--- src/rtl/memPkg.sv ---
package memPkg;

    // byte address space of the RAM
    localparam int addrBits = 10;
    localparam int indexBits = addrBits - 2;
    localparam int memWords = 256;

    // access size, doubles as the opcode of an access
    typedef enum logic [1:0] {
        widthByte = 2'd0,
        widthHalf = 2'd1,
        widthWord = 2'd2
    } memWidth;

    typedef enum logic [1:0] {
        ctrlIdle    = 2'd0,
        ctrlRead    = 2'd1,
        ctrlAck     = 2'd2,
        ctrlRelease = 2'd3
    } ctrlState;

    // host request, held stable for the whole handshake
    typedef struct packed {
        logic                write;
        logic                signedRead;
        memWidth             width;
        logic [addrBits-1:0] addr;
        logic [31:0]         wdata;
    } busReq;

    typedef struct packed {
        logic [31:0] rdata;
        logic        misaligned;
    } busRsp;

    // word-wide RAM port with one enable per byte lane
    typedef struct packed {
        logic [3:0]           byteEn;
        logic [indexBits-1:0] wordIndex;
        logic [31:0]          wdata;
    } ramPort;

endpackage

--- src/rtl/memCtrl.sv ---
module memCtrl (
    input  logic          clk,
    input  logic          rstN,
    input  logic          req,
    input  memPkg::busReq hostReq,
    output logic          ack,
    output memPkg::busRsp hostRsp,
    output memPkg::busReq accReq,
    output logic          accGo,
    input  logic [31:0]   loadData,
    output logic [31:0]   lastLoad
);
    import memPkg::*;

    ctrlState state;
    logic     misaligned;

    // half needs addr[0] clear, word needs addr[1:0] clear
    always_comb begin
        unique case (accReq.width)
            widthByte: misaligned = 1'b0;
            widthHalf: misaligned = accReq.addr[0];
            default:   misaligned = |accReq.addr[1:0];
        endcase
    end

    // RAM is touched in ctrlRead only, never for a misaligned access
    assign accGo = (state == ctrlRead) && !misaligned;

    always_ff @(posedge clk) begin
        if (!rstN) begin
            state    <= ctrlIdle;
            ack      <= 1'b0;
            lastLoad <= '0;
        end else begin
            unique case (state)
                ctrlIdle: begin
                    if (req) begin
                        accReq <= hostReq;
                        state  <= ctrlRead;
                    end
                end
                ctrlRead: begin
                    state <= ctrlAck;
                end
                ctrlAck: begin
                    // registered read data is valid now
                    hostRsp.misaligned <= misaligned;
                    if (misaligned || accReq.write) begin
                        hostRsp.rdata <= '0;
                    end else begin
                        hostRsp.rdata <= loadData;
                        lastLoad      <= loadData;
                    end
                    ack   <= 1'b1;
                    state <= ctrlRelease;
                end
                ctrlRelease: begin
                    // ack follows req down
                    if (!req) begin
                        ack   <= 1'b0;
                        state <= ctrlIdle;
                    end
                end
            endcase
        end
    end

    ackNeedsReq: assert property (
        @(posedge clk) disable iff (!rstN)
        $rose(ack) |-> req
    ) else $error("ack raised while req is low");

    accReqStable: assert property (
        @(posedge clk) disable iff (!rstN)
        ack |-> $stable(accReq)
    ) else $error("access request changed while ack is high");

endmodule

--- config.mk ---
export PLATFORM = sky130hd
export DESIGN_NAME = memCtrl
export DESIGN_NICKNAME = d
export VERILOG_FILES = /design/src/rtl/memPkg.sv /design/src/rtl/memCtrl.sv
export SDC_FILE = /design/constraint.sdc
export NUM_CORES = 1
export LEC_CHECK = 0
export ABC_AREA = 0
export BUFFER_PORTS_ARGS = -buffer_cell sky130_fd_sc_hd__buf_4
export CAP_MARGIN = 0
export CORE_ASPECT_RATIO = 0.5
export CORE_MARGIN = 2
export CORE_UTILIZATION = 50
export DETAILED_ROUTE_END_ITERATION = 8
export GPL_ROUTABILITY_DRIVEN = 0
export GPL_TIMING_DRIVEN = 0
export PLACE_DENSITY_LB_ADDON = 0.25
export SYNTH_ARGS = -nofsm -noshare
export SYNTH_HDL_FRONTEND = slang
export SYNTH_SLANG_ARGS = --single-unit
--- constraint.sdc ---
create_clock -name clk -period 5 [get_ports clk]
set_input_delay 0.25 -clock clk [delete_from_list [all_inputs] [get_ports clk]]
set_output_delay 0.25 -clock clk [all_outputs]
set_load 0.02 [all_outputs]
==> out/results.ini <==
[sta]
hold_viol_final = 0
slew_violations = 0
fin_crit_sh = 0.384
fin_skew_ps = 6.76
max_clock_freq_ghz = 0.521
setup_violations = 0
worst_pin_slew_ps = 794
final.min_clock_period_ps = 1920
tns_ps = 0
rsz0062_at_grt = no
relSlewSlack = 0.470

[synthesis]
synth_cells = 281
yosysTopAreaCell = edfxtp_1
synth_edf_count = 79
syn_area_um2 = 4110
synth_async_sr_flop_share = 0
yosysTopAreaCellShare = 0.577
synth_fp_nets = 367
ys_seq_area_frac = 0.747
yosys_most_used_dff = edfxtp_1
synthDistinctLibCells = 21
synth_warnings = 0
synth_area_per_cell_um2 = 14.6
synth_area_leaders = edfxtp_1 58%, dfxtp_1 17%, mux2i_1 8.3%, nand2_1 6.0%, and2_1 5.2%
synth-seq-cells = 114

[floorplan]
fp.coreArea_um2 = 8000
die_x_um = 132
rows = 23
dieArea_um2 = 9010
num_io_pins = 194
start_util = 0.514
die_h_um = 68.1

[route]
routed_wl_um = 9550
drt-wirelength-per-cell_um = 15.4
ant_nets = 0
drc_errors = 0
vias_per_cell = 4.72
first_iter_violations = 129
first_pass_iters = 5
vias = 2915

[cts]
cts_buffer_depth = 2
hold_buffers = 0
cts_inserted_buffers = 17
clkTransAtPathRegs_ps = 50
cts-root-buf = clkbuf_16
clkLatencyLatePin_ps = 400
cts_tree = done
cts_sinks = 114
htree_levels = 4
cts_resized = 0
cts_setup_buffers = 0

[cells_and_area]
fillers = 493
nets = 579
syn_to_final_growth_pct = 54.7
final_cell_mix = 192 x buf_4, 79 x edfxtp_1, 66 x nand2_1
drive_gt1_frac = 0.457
instances_no_fill = 618
final_common_cell = buf_4
diodes = 0

[critical_path]
cp_max_fo = 33
cp-startpoint = rstN
end_kind = register
worstRegToRegCells = 4
arrival_ps = 1950
required_ps = 5030
path_class = in2reg
start_kind = primary input
reg2reg_from = accReq[43]

[power]
p_per_area_nw_per_um2 = 472
p_leak_nw = 2.67
pwr-share-seq = 0.393
power.internal_mw = 2.27
p_switching_mw = 0.733
ir_drop_v = 0.000347
p_comb_frac = 0.172
power_frac_clock = 0.435
swShare = 0.244

[hold_path]
hp-class = in2reg
min_from = hostReq[27]
whs_path_depth = 1

[global_routing]
grt_max_degree = 34
grt_usage = 0.213
grt_overflow_total = 0
antenna_found_initial = 0
grt_pass1_vias = 2949
grt_pass1_wl_um = 14000

[placed_design]
hpwlAfterDp_um = 6730
place_inst = 586
port_buffers = 192

[flow_run]
drv_cap = 0

[outcome]
status = complete, no violations

==> cells by family (layout without fill, tap and decap cells) <==
group,after synthesis,count (layout),share of synthesized area
compound gates,4,4,0.00730
fa+ha+maj,5,5,0.0152
buf+inv,17,242,0.0213
flops,114,114,0.747
mux,34,34,0.0828
simple gates,107,107,0.126
==> synth_stat cells (2+ instances only) <==
cell	instances
nand2_1	66
nor2b_1	2
mux2i_1	34
buf_6	3
and2_1	34
clkbuf_1	9
edfxtp_1	79
inv_1	3
dfxtp_1	35
ha_1	5
==> metrics by stage <==
| step | hold slack, ps | util | power (mW) | setup WS [ps] | instance area, um^2 |
|---|---|---|---|---|---|
| 3_5_place_dp | 429 | 0.714 | 1.72 | 2660 | 5720 |
| 2_1_floorplan | 349 | - | 1.48 | 2810 | 4110 |
| 5_1_grt | 2.26 | 0.795 | 3.11 | 2950 | 6360 |
| 6_report | 18.6 | 0.795 | 3.00 | 3080 | 6360 |
| 4_1_cts | 5.56 | 0.795 | 3.02 | 3100 | 6360 |
| 3_3_place_gp | 428 | 0.712 | 1.70 | 2190 | 5690 |
==> metal layers <==
metal	GRT usage	vias to the layer above	routed length [um]
li1	-	1392	-
met1	0.216	1380	3610
met2	0.379	127	4880
met3	0.109	16	877
met4	0.101	0	182
met5	0	-	0
==> worst max-delay path: stages <==
cell and delay, ps:
clkbuf_1 230, buf_2 280, buf_1 400, and2_2 750
==> sequential cells by signal, summed over array words and instances (netlist names) <==
name      cells
hostRsp      33
accReq       46
ack           1
state         2
lastLoad     32
==> power groups by stage <==
stage                     combinational, mW  clock (mW)  sequential, mW
after global placement                0.501           0            1.20
after detailed placement              0.520           0            1.20
after floorplan                       0.165           0            1.31
after global routing                  0.554        1.36            1.19
final                                 0.516        1.31            1.18
after CTS                             0.522        1.32            1.18
==> path summary, 6_finish.rpt <==
check | endpoint | slack, ps
setup reg to reg | hostRsp[5] | 3110
hold / removal | accReq[27] | 20
hold reg to reg | lastLoad[30] | 460
setup / recovery | hostRsp[22] | 3080
==> final cells by class <==
class,instances,area [um^2],share of cell area
flip-flops and latches,114,3070,0.483
repair buffers,193,1460,0.230
multi-input cells,150,953,0.150
clock buffers,21,460,0.0724
clock inverters,11,183,0.0287
well taps,112,140,0.0220
plain buffers,14,76.3,0.0120
inverters,3,11.3,0.00177
Note: power is estimated with default switching activity, not from simulation.
