==> src/rtl/uartPkg.sv <==
package uartPkg;

    // short bit and hold times for simulation
    localparam int bitCycles = 8;
    localparam int holdCycles = 32;

    // one timer serves both the bit time and the hold time
    localparam int timerBits = $clog2(holdCycles) + 1;

    typedef enum logic [2:0] {
        txIdle  = 3'd0,
        txStart = 3'd1,
        txData  = 3'd2,
        txStop  = 3'd3,
        txHold  = 3'd4
    } txState;

    typedef logic [7:0] serialByte;

endpackage

==> src/rtl/wordDumpTx.sv <==
module wordDumpTx (
    input  logic        clk,
    input  logic        rstN,
    input  logic        btnN,
    input  logic [31:0] word,
    output logic        tx
);
    import uartPkg::*;

    txState                 state;
    logic [timerBits-1:0]   timer;
    logic [2:0]             bitIdx;
    logic [1:0]             byteIdx;
    serialByte              frameBuf [4];
    serialByte              curByte;
    logic                   bitEnd;
    logic                   holdEnd;

    assign bitEnd  = (timer == timerBits'(bitCycles - 1));
    assign holdEnd = (timer == timerBits'(holdCycles - 1));

    // tx is registered and changes together with the state
    always_ff @(posedge clk) begin
        if (!rstN) begin
            state   <= txIdle;
            tx      <= 1'b1;
            timer   <= '0;
            bitIdx  <= '0;
            byteIdx <= '0;
        end else begin
            case (state)
                txIdle: begin
                    if (!btnN) begin
                        // msb first on the line
                        frameBuf[0] <= word[31:24];
                        frameBuf[1] <= word[23:16];
                        frameBuf[2] <= word[15:8];
                        frameBuf[3] <= word[7:0];
                        byteIdx     <= '0;
                        timer       <= '0;
                        tx          <= 1'b0;
                        state       <= txStart;
                    end
                end
                txStart: begin
                    if (bitEnd) begin
                        curByte <= frameBuf[byteIdx];
                        tx      <= frameBuf[byteIdx][0];
                        bitIdx  <= '0;
                        timer   <= '0;
                        state   <= txData;
                    end else begin
                        timer <= timer + timerBits'(1);
                    end
                end
                txData: begin
                    if (bitEnd) begin
                        timer <= '0;
                        if (bitIdx == 3'd7) begin
                            tx    <= 1'b1;
                            state <= txStop;
                        end else begin
                            tx     <= curByte[bitIdx + 3'd1];
                            bitIdx <= bitIdx + 3'd1;
                        end
                    end else begin
                        timer <= timer + timerBits'(1);
                    end
                end
                txStop: begin
                    if (bitEnd) begin
                        timer <= '0;
                        if (byteIdx == 2'd3) begin
                            state <= txHold;
                        end else begin
                            byteIdx <= byteIdx + 2'd1;
                            tx      <= 1'b0;
                            state   <= txStart;
                        end
                    end else begin
                        timer <= timer + timerBits'(1);
                    end
                end
                txHold: begin
                    // wait out the hold time, then for the button release
                    if (holdEnd) begin
                        if (btnN) begin
                            state <= txIdle;
                        end
                    end else begin
                        timer <= timer + timerBits'(1);
                    end
                end
                default: begin
                    tx    <= 1'b1;
                    state <= txIdle;
                end
            endcase
        end
    end

    lineIdleHigh: assert property (
        @(posedge clk) disable iff (!rstN)
        (state inside {txIdle, txHold}) |-> tx
    ) else $error("tx low outside a frame");

endmodule

==> config.mk <==
export PLATFORM = sky130hd
export DESIGN_NAME = wordDumpTx
export DESIGN_NICKNAME = d
export VERILOG_FILES = /design/src/rtl/uartPkg.sv /design/src/rtl/wordDumpTx.sv
export SDC_FILE = /design/constraint.sdc
export NUM_CORES = 1
export LEC_CHECK = 0
export BUFFER_PORTS_ARGS = -buffer_cell sky130_fd_sc_hd__buf_2
export CAP_MARGIN = 20
export CORE_MARGIN = 5
export CORE_UTILIZATION = 50
export DETAILED_ROUTE_END_ITERATION = 6
export PLACE_DENSITY = 0.71
export SYNTH_ARGS = -nofsm -noshare
export SYNTH_HDL_FRONTEND = slang
export SYNTH_SLANG_ARGS = --single-unit
==> constraint.sdc <==
create_clock -name clk -period 6.3 [get_ports clk]
set_input_delay 1.575 -clock clk [delete_from_list [all_inputs] [get_ports clk]]
set_output_delay 1.575 -clock clk [all_outputs]
set_load 0.005 [all_outputs]
==> summary.md <==
| Metric | Value |
|---|---|
| Outcome | `completed` |
| Sw Ratio | `0.195` |
| Die ar. | `0.00642 mm^2` |
| Synth area leaders | `edfxtp_1, dfxtp_1, mux4_2, mux2i_1, ha_1` |
| I/O pin count | `36` |
| Post-CTS Resized | `0` |
| Hold Vio Cnt, Final | `0` |
| Vias per cell | `5.50` |
| Starting Density | `0.517` |
| Global-route wire length before repair | `7.18 mm` |
| Post-CTS setup buffer count | `0` |
| Final min period | `2800 ps` |
| Worst path slowest cell | `or4b_2` |
| Crit path buffers/inverters | `1` |
| Synthesized area per cell | `13.8 um^2` |
| Seq cells post-synth | `57` |
| Area Growth Syn to Fin | `17.8%` |
| Min-delay src | `timer[5]$_SDFFE_PN0P_` |
| Slew @ Worst Pin | `1060 ps` |
| Async set-or-reset flop fraction in the synthesized netlist | `0` |
| Crit path max fanout | `12` |
| Clock sink total | `57` |
| Final Non-Filler Cells | `288` |
| Die Y-Extent | `80.1 um` |
| Crit-path cells | `buf_2 > or4b_2 > o21ai_0 > or3b_2 > a21oi_1` |
| Worst skew pair latency | `330 ps` |
| Final WL | `4.23 mm` |
| RSZ-0062 raised after global routing | `false` |
| Leakage power | `1.05 nW` |
| Min-Delay Endpoint | `timer[5]$_SDFFE_PN0P_` |
| DRC errors left | `0` |
| Worst min-delay path class | `flop to flop` |
| Worst IR drop on VDD | `0.000250 V` |
| Num rows | `25` |
| Post-synth top area cell | `edfxtp_1` |
| Die Span X | `80.1 um` |
| Final Skew | `6.98 ps` |
| Crit-path leading delay family | `simple AND/OR/NAND/NOR gates` |
| Syn_nets | `217` |
| CTS tree | `done` |
| Overall Power | `0.826 mW` |
| Gr usage total | `0.150` |
| # diodes | `0` |
| Largest net degree at the start of global routing | `33` |
| Ys Warns | `0` |
| Post-layout util | `0.609` |
| Post-synth EDFFs | `40` |
| R2r setup slk | `4220 ps` |
| Placer Congestion | `0.859` |
| Antenna violations before repair | `0` |
| Max cap viols | `0` |
| Final nets | `255` |
| Critical Path End Type | `flop` |
| Critical path class | `primary input to flop` |
| Pint | `0.665 mW` |
| R2r startpoint | `timer[0]$_SDFFE_PN0P_` |
| IO buf count | `35` |
| Top FF cell, synth | `edfxtp_1` |
| Share of power burned in the clock network | `0.442` |
| Vias | `1584` |
| Violation count after the first detailed-routing iteration | `100` |
| DRT antenna net count | `0` |
| Clock Path Buffers | `2` |
| Sequential share of power | `0.510` |
| Detail Placement HPWL | `3.01 mm` |
| Reg2Reg Depth | `5` |
| Cell count after synthesis | `178` |
| Capturing point of the worst reg2reg path | `curByte[0]$_DFFE_PP_` |
| Hold Slack | `485 ps` |
| Max incr delay on CP | `570 ps` |
| CP Launch Type | `primary input` |
| Inst Count DP | `271` |
| Layout cells sized above 1 | `0.312` |
| Post-synthesis sequential area ratio | `0.627` |
| Pwr dens | `285 mW/mm^2` |
| WHS Path Cells | `2` |
| Final Max Slew Viols | `0` |
| Max-slew headroom | `0.289` |
| Clock root cell | `clkbuf_8` |
| TNS Setup | `0 ps` |
| Max H-tree Level | `3` |
| Vias in the first global route | `1674` |
| TritonCTS Buffers | `9` |
| Post-synth top area share | `0.489` |
| Required time of the worst setup path | `6480 ps` |
| Setup Viol. Count Final | `0` |
| Post-DR wirelength/cell | `14.7 um` |
| Remaining Overflow, GRT | `0` |
| Comb pwr share | `0.048` |
| Cell variety after synth | `43` |
| Cell Area, Synth | `0.00246 mm^2` |
| Psw | `0.161 mW` |
| Fill cells | `407` |
| Fmax | `357 MHz` |
| Hold buffers post-CTS | `0` |
| Clock Pin Slew Worst Setup and Hold Paths | `60 ps` |
| TritonRoute pass-1 iters | `4` |
| Core area | `0.00475 mm^2` |
| Period utilisation layout | `0.445` |
| Arrival time worst endpoint | `2990 ps` |
-- worst reg2reg max path: stages (launching register included) --
cell and delay (ps):
dfxtp_1 390, ha_1 210, and3b_1 370, nand3_1 170
nor3_1 380, buf_2 260
-- layout by cell type, fill, tap and decap left out, types with 2 or more instances in the layout --
cell type,n
edfxtp_1,40
buf_2,36
dfxtp_1,17
clkbuf_8,10
nor2_1,8
a21oi_1,8
mux4_2,7
mux2i_1,6
nor2b_1,6
inv_1,5
nand2_1,5
nor3_1,4
o21ai_0,4
nor3b_1,4
o31ai_1,4
or4_1,4
ha_1,4
nand3_1,3
and3_1,3
a31oi_1,3
nand2b_1,3
mux2_2,2
and3b_1,2
nor4b_1,2
and3_2,2
a22oi_1,2
nand4_1,2
o21a_1,2
o22ai_1,2
a41oi_1,2
bufinv_16,2
clkinv_2,2
-- power groups by stage --
stage	Sequential (mW)	Clock [mW]	Combinational, mW
final	0.421	0.365	0.0398
after global routing	0.422	0.394	0.0444
after CTS	0.421	0.375	0.0402
after detailed placement	0.429	0	0.0400
after global placement	0.428	0	0.0376
after floorplan	0.426	0	0.0244
-- cells by family (layout without fill, tap and decap cells) --
logic type / Yosys count / count (layout) / synth area share
DFF: 57 / 57 / 0.627
and+or+nand+nor: 54 / 54 / 0.135
AOI/OAI and AO/OA: 32 / 32 / 0.0865
muxes: 15 / 15 / 0.0977
buffers and inverters: 15 / 58 / 0.0295
adders and majority gates: 4 / 4 / 0.0204
xor gates and xnor gates: 1 / 1 / 0.00356
-- layout make-up --
class                           instances  area, um^2  share of cell area
Multi-Input combinational cell        106         845               0.292
Tap cell                               67        83.8              0.0290
Clock inverter                          6        81.3              0.0281
Sequential cell                        57        1540               0.532
Timing Repair Buffer                   37         188              0.0648
Inverter                                5        18.8             0.00648
Clock buffer                           10         138              0.0475
-- per-stage QoR --
stage | instance area (um^2) | setup slack, ps
final | 2900 | 3500
after global routing | 2900 | 3420
after CTS | 2890 | 3540
after detailed placement | 2670 | 3180
after global placement | 2670 | 3270
after floorplan | 2460 | 3240
-- sequential cells by signal, indices dropped and copies added (netlist names), named ones only --
name	count
state	3
tx	1
timer	6
frameBuf	32
bitIdx	3
byteIdx	2
curByte	8
-- routing by layer --
layer / track usage / share of wire / wire (um)
met1: 0.179 / 0.44 / 1870
met2: 0.232 / 0.47 / 1990
met3: 0.0549 / 0.068 / 289
met4: 0.0895 / 0.020 / 84
met5: 0 / 0 / 0
-- cells in the mapped netlist, types with 3 or more instances --
cell,instances
or4_1,4
edfxtp_1,40
nand2b_1,3
o21ai_0,4
nor2b_1,6
and3_1,3
o31ai_1,4
ha_1,4
nor3b_1,4
mux4_2,7
dfxtp_1,17
clkbuf_1,7
a31oi_1,3
nand3_1,3
nor2_1,8
inv_1,5
a21oi_1,8
nand2_1,5
mux2i_1,6
nor3_1,4
-- worst max-delay path by stage --
stage	from	cells after the start	end	slack, ps
final	btnN	5	timer[1]$_SDFFE_PN0P_	3500
after global routing	btnN	5	timer[0]$_SDFFE_PN0P_	3420
after CTS	btnN	5	timer[1]$_SDFFE_PN0P_	3540
after detailed placement	btnN	5	timer[1]$_SDFFE_PN0P_	3180
after global placement	btnN	5	timer[1]$_SDFFE_PN0P_	3270
after floorplan	rstN	2	frameBuf[0][0]$_DFFE_PP_	3240
No activity file was read; power rests on OpenSTA's default activity.
