<file path="config.mk">
export PLATFORM = sky130hd
export DESIGN_NAME = laneAlign
export DESIGN_NICKNAME = d
export VERILOG_FILES = /design/src/rtl/memPkg.sv /design/src/rtl/laneAlign.sv
export SDC_FILE = /design/constraint.sdc
export NUM_CORES = 1
export LEC_CHECK = 0
export ABC_AREA = 1
export ABC_CLOCK_PERIOD_IN_PS = 2810
export BUFFER_PORTS_ARGS = -buffer_cell sky130_fd_sc_hd__buf_4
export CORE_UTILIZATION = 30
export DETAILED_ROUTE_END_ITERATION = 16
export PLACE_DENSITY = 0.69
export SETUP_SLACK_MARGIN = 0.2
export SYNTH_ARGS = -nofsm -noshare
export SYNTH_HDL_FRONTEND = slang
export SYNTH_SLANG_ARGS = --single-unit
</file>
<file path="constraint.sdc">
create_clock -name vclk -period 2.81
set_input_delay 0.1405 -clock vclk [all_inputs]
set_output_delay 0.1405 -clock vclk [all_outputs]
set_load 0.01 [all_outputs]
</file>
<file path="src/rtl/memPkg.sv">
package memPkg;

    // byte address space of the RAM
    localparam int addrBits = 10;
    localparam int indexBits = addrBits - 2;
    localparam int memWords = 256;

    // access size, doubles as the opcode of an access
    typedef enum logic [1:0] {
        widthByte = 2'd0,
        widthHalf = 2'd1,
        widthWord = 2'd2
    } memWidth;

    typedef enum logic [1:0] {
        ctrlIdle    = 2'd0,
        ctrlRead    = 2'd1,
        ctrlAck     = 2'd2,
        ctrlRelease = 2'd3
    } ctrlState;

    // host request, held stable for the whole handshake
    typedef struct packed {
        logic                write;
        logic                signedRead;
        memWidth             width;
        logic [addrBits-1:0] addr;
        logic [31:0]         wdata;
    } busReq;

    typedef struct packed {
        logic [31:0] rdata;
        logic        misaligned;
    } busRsp;

    // word-wide RAM port with one enable per byte lane
    typedef struct packed {
        logic [3:0]           byteEn;
        logic [indexBits-1:0] wordIndex;
        logic [31:0]          wdata;
    } ramPort;

endpackage

</file>
<file path="src/rtl/laneAlign.sv">
module laneAlign (
    input  memPkg::busReq  accReq,
    input  logic           accGo,
    output memPkg::ramPort ram,
    input  logic [31:0]    rdWord,
    output logic [31:0]    loadData
);
    import memPkg::*;

    logic [1:0]  offset;
    logic [4:0]  shiftBits;
    logic        storeEn;
    logic [31:0] laneWord;

    assign offset    = accReq.addr[1:0];
    assign shiftBits = {offset, 3'b000};
    assign storeEn   = accGo && accReq.write;

    // store side, data moved up into the addressed lanes
    always_comb begin
        ram.wordIndex = accReq.addr[addrBits-1:2];
        ram.byteEn    = 4'b0000;
        case (accReq.width)
            widthByte: begin
                ram.wdata = {24'b0, accReq.wdata[7:0]} << shiftBits;
                if (storeEn) begin
                    ram.byteEn = 4'b0001 << offset;
                end
            end
            widthHalf: begin
                ram.wdata = {16'b0, accReq.wdata[15:0]} << shiftBits;
                if (storeEn) begin
                    ram.byteEn = 4'b0011 << offset;
                end
            end
            default: begin
                ram.wdata = accReq.wdata;
                if (storeEn) begin
                    ram.byteEn = 4'b1111;
                end
            end
        endcase
    end

    // load side, addressed lanes brought down to bit 0
    assign laneWord = rdWord >> shiftBits;

    always_comb begin
        case (accReq.width)
            widthByte: begin
                if (accReq.signedRead) begin
                    loadData = {{24{laneWord[7]}}, laneWord[7:0]};
                end else begin
                    loadData = {24'b0, laneWord[7:0]};
                end
            end
            widthHalf: begin
                if (accReq.signedRead) begin
                    loadData = {{16{laneWord[15]}}, laneWord[15:0]};
                end else begin
                    loadData = {16'b0, laneWord[15:0]};
                end
            end
            default: begin
                loadData = rdWord;
            end
        endcase
    end

endmodule

</file>
==> results.toml, run 1 <==
[outcome]
status = "complete, no violations"

[floorplanning]
rows = 25
core_area_um2 = 4850
initial_utilization_pct = 32.1
die-area_um2 = 5480
io_pins = 155
die_x_um = 74.1
die_h_um = 74.1

[pwr]
p_per_area_nw_per_um2 = 183
vdd_drop_max_mv = 0.0861
leakage_nw = 1.45

[cts]
post_cts_buffers = 0
ctsHoldBuffers = 0
post_cts_resized = 0

[placed_design]
dp_hpwl_mm = 4.98
placed_cell_area_um2 = 2510
gp_congestion = 0.862
numPortBuffers = 139

[route]
wl_per_cell_um = 13.7
ant_nets = 0
finalWirelength_mm = 6.78
vias_per_cell = 5.01
dr.pass1.iters = 4
vias = 2468
drt_iter0_drc = 102
drc = 0

[final_layout]
final_cell_mix = "buf_4 (140), nand2_1 (135), nand3_1 (42), nor2_1 (30), o211ai_1 (16)"
layout_commonest_cell = "buf_4"
design.seq.count = 0
seqCellArea_um2 = 0
antennaDiodeCount = 0
nNetsFinal = 511
fin_area_um2 = 2510
area_delta_synth_final_pct = 61.0
drive_above_1_share_pct = 37.6
clock_buffers = 0

[timing]
setup_viol = 0
timing.final.crit_share_pct = 70.4
relSlewSlack_pct = 58.4
rsz0062_at_grt = "false"
drv_slew = 0
fmax_mhz = 506
tns_ns = 0
tightestPinTransition_ns = 0.623
hold_violations = 0
min_period_ns = 1.98

[synth]
synth-seq-area-share_pct = 0
synth.avg_cell_area_um2 = 4.96
synthCells = 314
synthDistinctLibCells = 23
yosysWarningCount = 0
syn-num-nets = 397
syn_area_um2 = 1560

[critical_path]
start_kind = "input port"
crit_fanout = 37
arrival_ns = 1.84
cp.required_ns = 2.67
crit_path_max_incr_delay_ns = 0.45
critPathKind = "input port to output port"
crit_start = "accReq[32]"
critPathCaptureType = "output port"
cp_cell_sequence = "buf_4, inv_2, nor2_4, inv_1, o21ai_0, a21oi_1, buf_4"
crit_top_cell = "buf_4"
slowest_stage = "nor2_4"

[worst_hold_path]
min_from = "accReq[41]"
holdCritPathClass = "input port to output port"

[global_route]
overflow = 0
grt_pass1_wl_mm = 10.2
grt_max_degree = 49
grt_pass1_vias = 2255
antenna_found_initial = 0
grtUsageTotal_pct = 23.0

[job]
drv_cap = 0
==> area by class of cell <==
cell class	count	area, um^2
timing repair buffer	140	1050
fill	523	2340
tap	67	83.8
inverter	16	62.6
multi-input combinational	270	1310
==> per-stage QoR <==
stage | util (%) | power (mW) | worst slack (ns) | cells | hold WS, ns
finish | 51.7 | 0.458 | 0.833 | 493 | 0.281
floorplan | - | 0.227 | 1.57 | 314 | 0.368
CTS | 51.7 | 0.460 | 0.837 | 493 | 0.281
detailed placement | 51.7 | 0.458 | 0.842 | 493 | 0.281
global route | 51.7 | 0.500 | 0.684 | 493 | 0.281
global placement | 51.7 | 0.455 | 0.867 | 493 | 0.281
==> worst paths after layout <==
path | slack, ns | depth (start not counted) | to
hold / removal | 0.28 | 0 | ram[39]
setup / recovery | 0.83 | 7 | loadData[3]
==> where the power goes <==
group	switching [mW]	internal, mW
Clock	0	0
Sequential	0	0
Combinational	0.238	0.219
Total	0.238	0.219
==> logic make-up (layout without fill, tap and decap cells) <==
| family | count (synthesis) | in the layout | synth area share [%] |
|---|---|---|---|
| compound gates | 40 | 40 | 16.4 |
| fa+ha+maj | 4 | 4 | 3.21 |
| buf+inv | 44 | 156 | 15.9 |
| simple gates | 226 | 226 | 64.5 |
==> critical path, delay by kind of cell <==
kind	cells	cell delay (ns)
simple gates	1	0.45
buf+inv	4	0.90
compound gates	2	0.31
==> cells in the mapped netlist (2+ instances only) <==
master,n,share of area [%]
nand3_1,42,13
nand2_1,135,33
o211ai_1,16,7.7
a31oi_1,8,3.2
nor2_2,2,0.80
buf_4,10,4.8
a21oi_1,7,2.2
nor2_4,4,2.9
nor2_1,30,7.2
ha_1,4,3.2
buf_6,5,3.6
nand3_2,9,5.8
nor3_1,2,0.64
inv_2,2,0.48
a211oi_1,2,0.96
o21ai_0,7,2.2
inv_1,13,3.1
buf_2,4,1.3
clkbuf_1,8,1.9
==> metal layers <==
metal | track usage, % | share of wire, %
met5 | 0 | 0
met3 | 3.39 | 9.5
met4 | 4.49 | 0.25
met2 | 43.6 | 48
met1 | 27.3 | 42
Note: power is estimated with default switching activity, not from simulation.
==> inputs of run 2 (changes only) <==
--- a/config.mk
+++ b/config.mk
@@ -6,7 +6,7 @@
 export NUM_CORES = 1
 export LEC_CHECK = 0
 export ABC_AREA = 1
-export ABC_CLOCK_PERIOD_IN_PS = 2810
+export ABC_CLOCK_PERIOD_IN_PS = 2000
 export BUFFER_PORTS_ARGS = -buffer_cell sky130_fd_sc_hd__buf_4
 export CORE_UTILIZATION = 30
 export DETAILED_ROUTE_END_ITERATION = 16
==> constraint.sdc (replaced) <==
create_clock -name vclk -period 2
set_input_delay 0.1 -clock vclk [all_inputs]
set_output_delay 0.1 -clock vclk [all_outputs]
set_load 0.01 [all_outputs]
==> results.toml, run 2 (synthesized netlist as in run 1, its figures left out) <==
[route]
wl_met2_mm = 3.21
finalWirelength_mm = 6.68
ant_nets = 0
dr.pass1.iters = 4
wl_met3_um = 548
drc = 0
wl_per_cell_um = 13.4
drt_iter0_drc = 89
vias = 2513
m1WireLength_mm = 2.87
top_layer_used = "met4"
vias_per_cell = 5.05

[worst_hold_path]
holdCritPathClass = "input port to output port"
min_from = "accReq[41]"

[floorplanning]
initial_utilization_pct = 32.1
die_x_um = 74.1
core_area_um2 = 4850
die_h_um = 74.1
die-area_um2 = 5480
io_pins = 155
rows = 25

[timing]
tightestPinTransition_ns = 0.559
whs_ns = 0.200
relSlewSlack_pct = 62.6
setup_viol = 0
timing.final.crit_share_pct = 79.3
drv_slew = 0
fmax_mhz = 631
tns_ns = 0
finalWorstSetupSlack_ns = 0.414
min_period_ns = 1.59
hold_violations = 0
rsz0062_at_grt = "false"

[critical_path]
critPathKind = "input port to output port"
cp.required_ns = 1.90
cp_cell_sequence = "buf_4, inv_2, nand3_1, nand3_2, nand3_2, nand3_1, buf_4"
start_kind = "input port"
critPathCaptureType = "output port"
crit_start = "accReq[32]"
crit_path_max_incr_delay_ns = 0.32
critPathBufInv = 3
slowest_stage = "nand3_2"
crit_fanout = 19
cpLargestDelayFamily = "simple AND/OR/NAND/NOR gates"
arrival_ns = 1.49

[final_layout]
design.seq.count = 0
n_fill_cell = 533
antennaDiodeCount = 0
layout_commonest_cell = "buf_4"
area_delta_synth_final_pct = 63.4
final_cell_mix = "buf_4 (145), nand2_1 (135), nand3_1 (42), nor2_1 (30), o211ai_1 (16)"
clock_buffers = 0
seqCellArea_um2 = 0
multiInputGateArea_um2 = 1310
drive_above_1_share_pct = 38.3
nNetsFinal = 516

[placed_design]
gp_congestion = 0.868
numPortBuffers = 139
dp_hpwl_mm = 5.04
dp_slack_ns = 0.416

[cts]
post_cts_resized = 0
post_cts_buffers = 0
ctsHoldBuffers = 0

[pwr]
leakage_nw = 1.48
vdd_drop_max_mv = 0.113
p_per_area_nw_per_um2 = 255

[global_route]
antenna_found_initial = 0
grt_max_degree = 34
overflow = 0
grtUsageTotal_pct = 22.6
grt_pass1_vias = 2183
grt_pass1_wl_mm = 10.0

[outcome]
status = "complete, no violations"

[job]
drv_cap = 0
[run 2: changes by cell type in the layout (fill, tap and decap cells not counted)]
| cell | before | now |
|---|---|---|
| buf_4 | 140 | 145 |
[run 2: power breakdown]
group	total (mW)	internal [mW]	switching, mW	leakage (nW)
clock network	0	0	0	0
registers	0	0	0	0
logic	0.649	0.315	0.334	1.48
total	0.649	0.315	0.334	1.48
[run 2: area by class of cell]
type	instances	share of cell area, %
well taps	67	3.29
repair buffers	145	42.8
multi-input cells	270	51.5
inverters	16	2.46
[run 2: final timing paths]
kind,end,cells past startpoint
setup / recovery,loadData[19],7
hold / removal,ram[39],0
[run 2: metrics by stage]
| stage | cells | util, % | instance area (um^2) | power, mW |
|---|---|---|---|---|
| finish | 498 | 52.5 | 2540 | 0.649 |
| global route | 498 | 52.5 | 2540 | 0.710 |
| detailed placement | 498 | 52.5 | 2540 | 0.651 |
| CTS | 498 | 52.5 | 2540 | 0.653 |
| global placement | 498 | 52.5 | 2540 | 0.646 |
| floorplan | 314 | - | 1560 | 0.319 |
[run 2: metal layers]
metal / track usage [%] / up-vias
met5: 0 / -
li1: - / 1256
met4: 2.56 / 0
met1: 28.0 / 1129
met2: 42.9 / 122
met3: 2.03 / 6
